**src/verilog/iwm_pkg.sv**
```systemverilog
// IWM soft-switch package: switch selector codes, bus widths, inertia timing and status layout
`default_nettype none

package iwm_pkg;

    // ==================================================
    // Bus widths
    // ==================================================

    // Only A[3:0] reaches the IWM, the upper bits decode the slot
    localparam int ADDR_W = 4;
    localparam int DATA_W = 8;

    // ==================================================
    // Soft switch selector
    // ==================================================

    // Address bits 3..1 pick the switch, A[0] carries the new value
    typedef enum logic [2:0] {
        SW_PH0       = 3'd0,
        SW_PH1       = 3'd1,
        SW_PH2       = 3'd2,
        SW_PH3       = 3'd3,
        SW_MOTOR     = 3'd4,
        SW_DRIVE_SEL = 3'd5,
        SW_Q6        = 3'd6,
        SW_Q7        = 3'd7
    } sw_sel_t;

    // Stepper phase lines PH0..PH3
    typedef logic [3:0] phase_t;

    // Mode register, byte bits 7..5 read back as zero
    typedef logic [4:0] mode_t;

    // Sense register index, the low three phases at the last phase access
    typedef logic [2:0] sense_idx_t;

    // ==================================================
    // Motor inertia (14 MHz cycles)
    // ==================================================

    localparam int MOTOR_CNT_W = 24;
    // About 300 ms of spin-up
    localparam int unsigned SPINUP_CYCLES_DEF   = 4_200_000;
    // About one second of spin-down
    localparam int unsigned SPINDOWN_CYCLES_DEF = 14_000_000;

    // ==================================================
    // DISK35 register and status byte layout
    // ==================================================

    localparam int DISK35_IS35_BIT  = 6;
    localparam int STATUS_SENSE_BIT = 7;
    localparam int STATUS_MOTOR_BIT = 5;

    // Data and handshake registers are not modelled
    localparam logic [DATA_W-1:0] READ_IDLE_BYTE = 8'hFF;

endpackage

`default_nettype wire

```
**src/verilog/iwm_switch_if.sv**
```systemverilog
// Soft-switch state interface: registered switches, immediate bus view and sense index
`timescale 1ns/100ps
`default_nettype none

interface iwm_switch_if;

    // ==================================================
    // Registered switch state
    // ==================================================

    // Stepper phases as latched at the last update edge
    iwm_pkg::phase_t phases;
    // Motor command
    logic            drive_on;
    // 0 = first drive, 1 = second drive
    logic            drive_sel;
    // Q6/Q7 register select bits
    logic            q6;
    logic            q7;

    // ==================================================
    // Immediate view of the current bus cycle
    // ==================================================

    // These already hold A[0] while the CPU addresses the matching switch
    logic            immediate_motor;
    logic            immediate_q6;
    logic            immediate_q7;
    // New mode value during a mode write, stored value otherwise
    iwm_pkg::mode_t  immediate_mode;

    // Sense index, shows the new phases during a phase access
    iwm_pkg::sense_idx_t sense_idx;

    // Soft switch block drives everything
    modport owner (
        output phases,
        output drive_on,
        output drive_sel,
        output q6,
        output q7,
        output immediate_motor,
        output immediate_q6,
        output immediate_q7,
        output immediate_mode,
        output sense_idx
    );

    // Read path only needs what shapes the status byte
    modport reader (
        input drive_on,
        input drive_sel,
        input immediate_motor,
        input immediate_q6,
        input immediate_q7,
        input immediate_mode
    );

endinterface

`default_nettype wire
```
**src/verilog/iwm_ctrl.sv**
```systemverilog
// IWM controller top: soft switches, 5.25" motor inertia and status read path
`timescale 1ns/100ps
`default_nettype none

module iwm_ctrl #(
    parameter int unsigned SPINUP_CYCLES   = iwm_pkg::SPINUP_CYCLES_DEF,
    parameter int unsigned SPINDOWN_CYCLES = iwm_pkg::SPINDOWN_CYCLES_DEF
) (
    input  logic                        CLK_14M,
    input  logic                        RESET,

    // CPU bus
    input  logic                        PH2,
    input  logic                        DEVICE_SELECT,
    // 0 = write, 1 = read
    input  logic                        WR_CYCLE,
    input  logic [iwm_pkg::ADDR_W-1:0]  A,
    input  logic [iwm_pkg::DATA_W-1:0]  D_IN,
    output logic [iwm_pkg::DATA_W-1:0]  D_OUT,

    // System registers
    input  logic [7:0]                  DISK35,
    input  logic [3:0]                  DISK_READY,

    // Drive sense lines
    input  logic                        SENSE_525,
    input  logic                        SENSE_35_1,
    input  logic                        SENSE_35_2,

    // To the external drive models
    output iwm_pkg::phase_t             PHASES,
    output iwm_pkg::sense_idx_t         SENSE_REG,
    output logic                        FLOPPY_MOTOR_ON
);

    logic is_35;
    logic spinning;

    // DISK35 picks 3.5" versus 5.25" drives
    assign is_35 = DISK35[iwm_pkg::DISK35_IS35_BIT];

    // ==================================================
    // Soft switches
    // ==================================================

    iwm_switch_if sw_if ();

    iwm_soft_switch soft_switch_i (
        .CLK_14M    (CLK_14M),
        .RESET      (RESET),
        .dev_select (DEVICE_SELECT),
        .wr_cycle   (WR_CYCLE),
        .ph2        (PH2),
        .a          (A),
        .d_in       (D_IN),
        .sw         (sw_if.owner)
    );

    // ==================================================
    // Motor inertia and read path
    // ==================================================

    iwm_motor_inertia #(
        .SPINUP_CYCLES   (SPINUP_CYCLES),
        .SPINDOWN_CYCLES (SPINDOWN_CYCLES)
    ) motor_inertia_i (
        .CLK_14M  (CLK_14M),
        .RESET    (RESET),
        .drive_on (sw_if.drive_on),
        .is_35    (is_35),
        .spinning (spinning)
    );

    iwm_status_read status_read_i (
        .sw         (sw_if.reader),
        .is_35      (is_35),
        .sense_525  (SENSE_525),
        .sense_35_1 (SENSE_35_1),
        .sense_35_2 (SENSE_35_2),
        .d_out      (D_OUT)
    );

    // Drive models step on registered phases, sense uses the live index
    assign PHASES    = sw_if.phases;
    assign SENSE_REG = sw_if.sense_idx;

    // Only the first 5.25" drive with a mounted image slows the clock
    assign FLOPPY_MOTOR_ON = spinning && DISK_READY[0];

endmodule

`default_nettype wire

```
**src/verilog/iwm_motor_inertia.sv**
```systemverilog
// 5.25" spindle model with spin-up delay and spin-down hold counter
`timescale 1ns/100ps
`default_nettype none

module iwm_motor_inertia #(
    parameter int unsigned SPINUP_CYCLES   = iwm_pkg::SPINUP_CYCLES_DEF,
    parameter int unsigned SPINDOWN_CYCLES = iwm_pkg::SPINDOWN_CYCLES_DEF
) (
    input  logic CLK_14M,
    input  logic RESET,
    input  logic drive_on,
    input  logic is_35,
    output logic spinning
);

    localparam int W = iwm_pkg::MOTOR_CNT_W;

    // Counter-width copies of the timing parameters
    localparam logic [W-1:0] SPINUP_CNT   = W'(SPINUP_CYCLES);
    localparam logic [W-1:0] SPINDOWN_CNT = W'(SPINDOWN_CYCLES);

    logic [W-1:0] count;

    // ==================================================
    // Inertia counter
    // ==================================================

    // Counts up during spin-up, holds at the spin-down value
    // while spinning, then counts down after motor-off
    always_ff @(posedge CLK_14M or posedge RESET) begin
        if (RESET) begin
            spinning <= 1'b0;
            count    <= '0;
        end else if (is_35) begin
            // 3.5" drives handle their own motor
            spinning <= 1'b0;
            count    <= '0;
        end else if (drive_on) begin
            if (spinning) begin
                // Keep the full spin-down time ready
                count <= SPINDOWN_CNT;
            end else if (count >= SPINUP_CNT) begin
                spinning <= 1'b1;
                count    <= SPINDOWN_CNT;
            end else begin
                count <= count + 1'b1;
            end
        end else begin
            // Platter coasts until the hold time runs out
            if (count != '0) begin
                count <= count - 1'b1;
            end else begin
                spinning <= 1'b0;
            end
        end
    end

    // ==================================================
    // Assertions
    // ==================================================

    // Motor-off countdown always starts at or below the hold time
    a_spindown_bound : assert property (
        @(posedge CLK_14M) disable iff (RESET)
        !drive_on |-> (count <= SPINDOWN_CNT)
    );

endmodule

`default_nettype wire

```
**src/verilog/iwm_soft_switch.sv**
```systemverilog
// IWM soft switches: access edge detect, switch and mode registers, immediate view, sense latch
`timescale 1ns/100ps
`default_nettype none

module iwm_soft_switch (
    input  logic                        CLK_14M,
    input  logic                        RESET,
    input  logic                        dev_select,
    input  logic                        wr_cycle,
    input  logic                        ph2,
    input  logic [iwm_pkg::ADDR_W-1:0]  a,
    input  logic [iwm_pkg::DATA_W-1:0]  d_in,
    iwm_switch_if.owner                 sw
);

    // ==================================================
    // Address decode
    // ==================================================

    iwm_pkg::sw_sel_t    sel;
    logic                access_latched;
    logic                access_edge;
    logic                phase_access;
    logic                mode_write;
    iwm_pkg::phase_t     phases_next;
    iwm_pkg::mode_t      mode_reg;
    iwm_pkg::sense_idx_t sense_reg;

    assign sel = iwm_pkg::sw_sel_t'(a[3:1]);

    // One update per bus access, the latch blocks the rest of the cycle
    assign access_edge = dev_select && ph2 && !access_latched;

    // Phase switches occupy the lower half of the map
    assign phase_access = dev_select && !a[3];

    // Phase vector as it will look once this access lands
    always_comb begin
        phases_next = sw.phases;
        if (!a[3]) begin
            phases_next[a[2:1]] = a[0];
        end
    end

    // ==================================================
    // Immediate view
    // ==================================================

    // New switch value is visible the moment the address is on the bus
    assign sw.immediate_motor = (dev_select && sel == iwm_pkg::SW_MOTOR) ? a[0] : sw.drive_on;
    assign sw.immediate_q6    = (dev_select && sel == iwm_pkg::SW_Q6)    ? a[0] : sw.q6;
    assign sw.immediate_q7    = (dev_select && sel == iwm_pkg::SW_Q7)    ? a[0] : sw.q7;

    // Mode write: CPU write, motor off, Q6 and Q7 set, odd address
    assign mode_write = dev_select && !wr_cycle && !sw.drive_on
                     && sw.immediate_q6 && sw.immediate_q7 && a[0];

    // Status reads right after the write must see the new mode
    assign sw.immediate_mode = mode_write ? d_in[4:0] : mode_reg;

    // Drive models read the new index during the phase access itself
    assign sw.sense_idx = phase_access ? phases_next[2:0] : sense_reg;

    // ==================================================
    // Switch registers
    // ==================================================

    always_ff @(posedge CLK_14M or posedge RESET) begin
        if (RESET) begin
            sw.phases      <= '0;
            sw.drive_on    <= 1'b0;
            sw.drive_sel   <= 1'b0;
            sw.q6          <= 1'b0;
            sw.q7          <= 1'b0;
            mode_reg       <= '0;
            sense_reg      <= '0;
            access_latched <= 1'b0;
        end else begin
            // Re-arm once the CPU releases the device select
            if (!dev_select) begin
                access_latched <= 1'b0;
            end

            if (access_edge) begin
                access_latched <= 1'b1;

                // Every access, read or write, latches A[0] into its switch
                case (sel)
                    iwm_pkg::SW_PH0,
                    iwm_pkg::SW_PH1,
                    iwm_pkg::SW_PH2,
                    iwm_pkg::SW_PH3: begin
                        sw.phases <= phases_next;
                        // Set and clear both refresh the sense index
                        sense_reg <= phases_next[2:0];
                    end
                    iwm_pkg::SW_MOTOR:     sw.drive_on  <= a[0];
                    iwm_pkg::SW_DRIVE_SEL: sw.drive_sel <= a[0];
                    iwm_pkg::SW_Q6:        sw.q6        <= a[0];
                    iwm_pkg::SW_Q7:        sw.q7        <= a[0];
                    default: ;
                endcase

                // Q6/Q7 are taken in their immediate form here
                if (mode_write) begin
                    mode_reg <= d_in[4:0];
                end
            end
        end
    end

    // ==================================================
    // Assertions
    // ==================================================

    // Mode is frozen while the motor command is on
    a_mode_stable_motor_on : assert property (
        @(posedge CLK_14M) disable iff (RESET)
        $changed(mode_reg) |-> !$past(sw.drive_on)
    );

    // Latch only sets from a selected bus cycle
    a_latch_needs_select : assert property (
        @(posedge CLK_14M) disable iff (RESET)
        $rose(access_latched) |-> $past(dev_select)
    );

endmodule

`default_nettype wire

```
**src/verilog/iwm_status_read.sv**
```systemverilog
// IWM read path: drive sense selection and status byte assembly
`timescale 1ns/100ps
`default_nettype none

module iwm_status_read (
    iwm_switch_if.reader                sw,
    input  logic                        is_35,
    input  logic                        sense_525,
    input  logic                        sense_35_1,
    input  logic                        sense_35_2,
    output logic [iwm_pkg::DATA_W-1:0]  d_out
);

    logic                       drive_sense;
    logic                       sense;
    logic                       status_sel;
    logic [iwm_pkg::DATA_W-1:0] status_byte;

    // ==================================================
    // Sense selection
    // ==================================================

    // Second 5.25" drive is absent and always reads back as 1
    always_comb begin
        if (is_35) begin
            drive_sense = sw.drive_sel ? sense_35_2 : sense_35_1;
        end else begin
            drive_sense = sw.drive_sel ? 1'b1 : sense_525;
        end
    end

    // No drive is connected while the motor command is off
    assign sense = sw.drive_on ? drive_sense : 1'b1;

    // ==================================================
    // Status byte
    // ==================================================

    // Q6=1, Q7=0 addresses the status register
    assign status_sel = sw.immediate_q6 && !sw.immediate_q7;

    always_comb begin
        status_byte = '0;
        status_byte[$bits(iwm_pkg::mode_t)-1:0] = sw.immediate_mode;
        // Motor bit follows the command, not the spindle
        status_byte[iwm_pkg::STATUS_MOTOR_BIT]  = sw.immediate_motor;
        status_byte[iwm_pkg::STATUS_SENSE_BIT]  = sense;
    end

    // Data and handshake registers read as idle
    assign d_out = status_sel ? status_byte : iwm_pkg::READ_IDLE_BYTE;

    // ==================================================
    // Assertions
    // ==================================================

    // Bit 6 is reserved in the status layout
    always_comb begin
        if (status_sel) begin
            a_status_bit6_zero : assert final (d_out[6] == 1'b0);
        end
    end

endmodule

`default_nettype wire

```
**config.mk**
```make
export PLATFORM = sky130hd
export DESIGN_NAME = iwm_ctrl
export DESIGN_NICKNAME = d
export VERILOG_FILES = /design/src/verilog/iwm_pkg.sv /design/src/verilog/iwm_switch_if.sv /design/src/verilog/iwm_ctrl.sv /design/src/verilog/iwm_motor_inertia.sv /design/src/verilog/iwm_soft_switch.sv /design/src/verilog/iwm_status_read.sv
export SDC_FILE = /design/constraint.sdc
export NUM_CORES = 1
export LEC_CHECK = 0
export ABC_CLOCK_PERIOD_IN_PS = 2600
export BUFFER_PORTS_ARGS = -buffer_cell sky130_fd_sc_hd__buf_2
export CAP_MARGIN = 20
export CORE_MARGIN = 8
export CORE_UTILIZATION = 30
export CTS_CLUSTER_DIAMETER = 100
export CTS_CLUSTER_SIZE = 20
export DETAILED_ROUTE_END_ITERATION = 8
export SLEW_MARGIN = 20
export SYNTH_ARGS = -nofsm -noshare
export SYNTH_HDL_FRONTEND = slang
export SYNTH_SLANG_ARGS = --single-unit
```
**constraint.sdc**
```tcl
create_clock -name CLK_14M -period 2.6 [get_ports CLK_14M]
set_input_delay 0.52 -clock CLK_14M [delete_from_list [all_inputs] [get_ports CLK_14M]]
set_output_delay 0.52 -clock CLK_14M [all_outputs]
set_load 0.1 [all_outputs]
```
==> summary.txt <==
Status
  • Status: finished, final reports clean

Floorplanning
  • Initial Util: 0.303
  • Ports: 48
  • Die area: 13100 sq um
  • Num rows: 36
  • Die Span Y: 114 microns
  • Width of the die: 114 microns
  • Core area: 9590 sq um

Route
  • Via count: 2587
  • Vias per cell: 5.26
  • Initial DRC count: 180
  • DRT antenna net count: 0
  • Routed WL: 7400 microns
  • Drt drc: 0
  • Wire per inst: 15.0 microns
  • Drt pass-1 iters: 4

Synth
  • Xor and xnor fraction of the mapped netlist area: 0.0784
  • Yosys reg bits: 39
  • Synth top area cells: dfrtp_1 (34%), mux2_2 (5.4%), xor2_1 (5.1%), nor2_1 (4.1%), nand3_1 (3.4%)
  • Seq/Total Area, Yosys: 0.336
  • Most used DFF post-synth: dfrtp_1
  • Asr flop ratio synth: 1.00
  • Post-synthesis simple-gate area fraction: 0.296
  • Syn_area_per_cell: 8.80 sq um
  • Yosys cell types: 55
  • Synthesized-area fraction occupied by adder cells: 0.0129
  • Post-synth top area share: 0.336
  • Synth Area in Compound Gates: 0.111
  • Largest family of logic cells by synthesized area: simple AND/OR/NAND/NOR gates
  • EDFF count, synth: 0
  • Multiplexer share of the synthesized area: 0.104
  • Post-Syn Area: 2900 sq um
  • Synth area leader: dfrtp_1
  • Synth Instances: 330
  • Yosys warnings: 0
  • Mapped Nets: 365

Clock network
  • Worst skew pair latency: 0.30 ns
  • Clock Path Buffers: 2
  • H-tree Lvls: 2
  • Post-CTS Hold Buffers: 0
  • Clock Pin Slew Worst Setup and Hold Paths: 0.08 ns
  • Root Buffer Master: clkbuf_8
  • Num CTS Buffers: 5
  • CTS tree: done
  • Sink Count: 39

Placement
  • # port buffers: 34
  • Gpl congestion: 0.856
  • Placed insts: 484
  • Placed inst area: 3330 sq um
  • DPL Wire Length: 5420 microns

Final layout
  • # fillers: 996
  • Final instance area: 3420 sq um
  • Diode count: 0
  • Fin cells: 492
  • Layout cells sized above 1: 0.237
  • Largest register FFs: 24
  • Layout Nets: 393
  • Area Overhead vs Synth: 17.7%

Worst hold path
  • Worst min-delay path category: input pin to async pin

Critical path
  • Cell family with the largest share of critical-path delay: simple AND/OR/NAND/NOR gates
  • RR Startpoint: motor_inertia_i.count[12]
  • Crit path required time: 2.08 ns
  • Critical path data arrival time: 1.94 ns
  • CP startpoint kind: register
  • CP Max Fanout: 7
  • Crit. End Element: output port
  • Crit Reg-Reg Endpoint: motor_inertia_i.count[17]
  • WS Path Type: register to output port
  • CP Buf/Inv Count: 2
  • CP max-delay cell: dfrtp_1
  • R2r setup slk: 0.24 ns
  • Worst path max stage delay: 0.51 ns
  • R2R depth: 5
  • CP Cell Sequence: inv_1 > nand4_1 > or3_4 > mux2i_1 > nand2_1 > buf_12

Global route
  • First-pass GRT wire length: 12600 microns
  • GRT Overall Usage: 0.118
  • Largest net degree at the start of global routing: 40
  • Vias in the first global route: 2599
  • Grt ovf: 0
  • Initial antenna violation count: 0

Timing
  • Post-route setup TNS: 0 ns
  • Worst rel slew slack: 0.554
  • Fin. max-slew vios: 0
  • Crit share post-route: 0.946
  • RSZ-0062 raised after global routing: no
  • Slew of the pin with the lowest slew margin: 0.663 ns
  • FMAX: 407 MHz
  • Final hold violation count: 0
  • Clock Skews: 0.00305 ns
  • Final number of setup-violating endpoints: 0
  • Post-route minimum period: 2.46 ns

Power
  • Pwr dens: 1030 nW/um^2
  • Leak: 0.00144 uW
  • Peak VDD IR: 613 uV

Flow run
  • Max cap viols: 0
[layout by cell type, fill, tap and decap left out, drive strengths merged, types with 9 or more instances in the layout]
cell / n
nor2: 32
xor2: 17
o21ai: 12
buf: 49
inv: 9
nand3: 20
xnor2: 9
dfrtp: 39
nand2: 26
mux2: 19
or3: 10
nor3: 14
nand4: 11
[kinds of logic after synthesis]
family | Yosys count
DFF | 39
xor gates and xnor gates | 26
and+or+nand+nor | 153
adders and majority gates | 3
buffers and inverters | 37
AOI/OAI and AO/OA | 46
muxes | 26
[how the worst max path moves through the flow]
stage / startpoint / to / cells past startpoint
after global placement: A[1] / D_OUT[0] / 7
after global routing: soft_switch_i.sw.drive_on / D_OUT[4] / 6
final: soft_switch_i.sw.drive_on / D_OUT[0] / 6
after floorplan: A[2] / D_OUT[0] / 7
after CTS: soft_switch_i.sw.drive_on / D_OUT[0] / 6
after detailed placement: A[1] / D_OUT[0] / 7
[Yosys cell counts (all sizes together), types with 6 or more instances]
library cell / n
xor2: 17
and3: 6
nand3: 20
a221oi: 8
or3: 10
buf: 18
dfrtp: 39
nor3: 14
o21ai: 12
nand2: 26
nor2: 32
or4: 7
mux2: 19
inv: 9
nand4: 11
clkbuf: 10
mux2i: 7
xnor2: 9
nor4: 7
a21oi: 6
[stage by stage]
step	hold slack (ns)	utilization	total power, uW	setup slack [ns]
finish	0.336	0.356	3520	0.141
global placement	0.491	0.347	3070	0.117
detailed placement	0.493	0.347	3100	0.116
floorplan	0.481	-	2600	0.00958
global route	0.392	0.356	3760	0.0362
CTS	0.354	0.356	3530	0.0232
[worst min-delay path: stages]
cell and delay, ns:
buf_2 0.09, inv_1 0.04, buf_4 0.43
[where the power goes]
group | internal [uW] | switching [uW]
Sequential | 781 | 329
Clock | 188 | 230
Combinational | 767 | 1220
Total | 1740 | 1780
[metal layers]
metal  part of all wire  vias up  wire [microns]  global-route usage
li1                   -     1248               -                   -
met1               0.46     1262            3380               0.143
met2               0.46       70            3410               0.190
met3              0.074        7             547              0.0406
met4             0.0076        0              56              0.0364
met5                  0        -               0                   0
[repair_timing]
item	4_1_cts	5_1_grt
resized for setup	0	1
setup buffers	0	0
setup endpoints to repair	0	5
[layout make-up]
cell class / count / area, sq um / share of cell area
repair buffers: 49 / 403 / 0.118
multi-input cells: 254 / 1750 / 0.513
inverters: 9 / 33.8 / 0.00988
well taps: 133 / 166 / 0.0487
clock inverters: 2 / 12.5 / 0.00366
clock buffers: 6 / 72.6 / 0.0212
flip-flops and latches: 39 / 976 / 0.286
(Power assumes the default switching activity.)
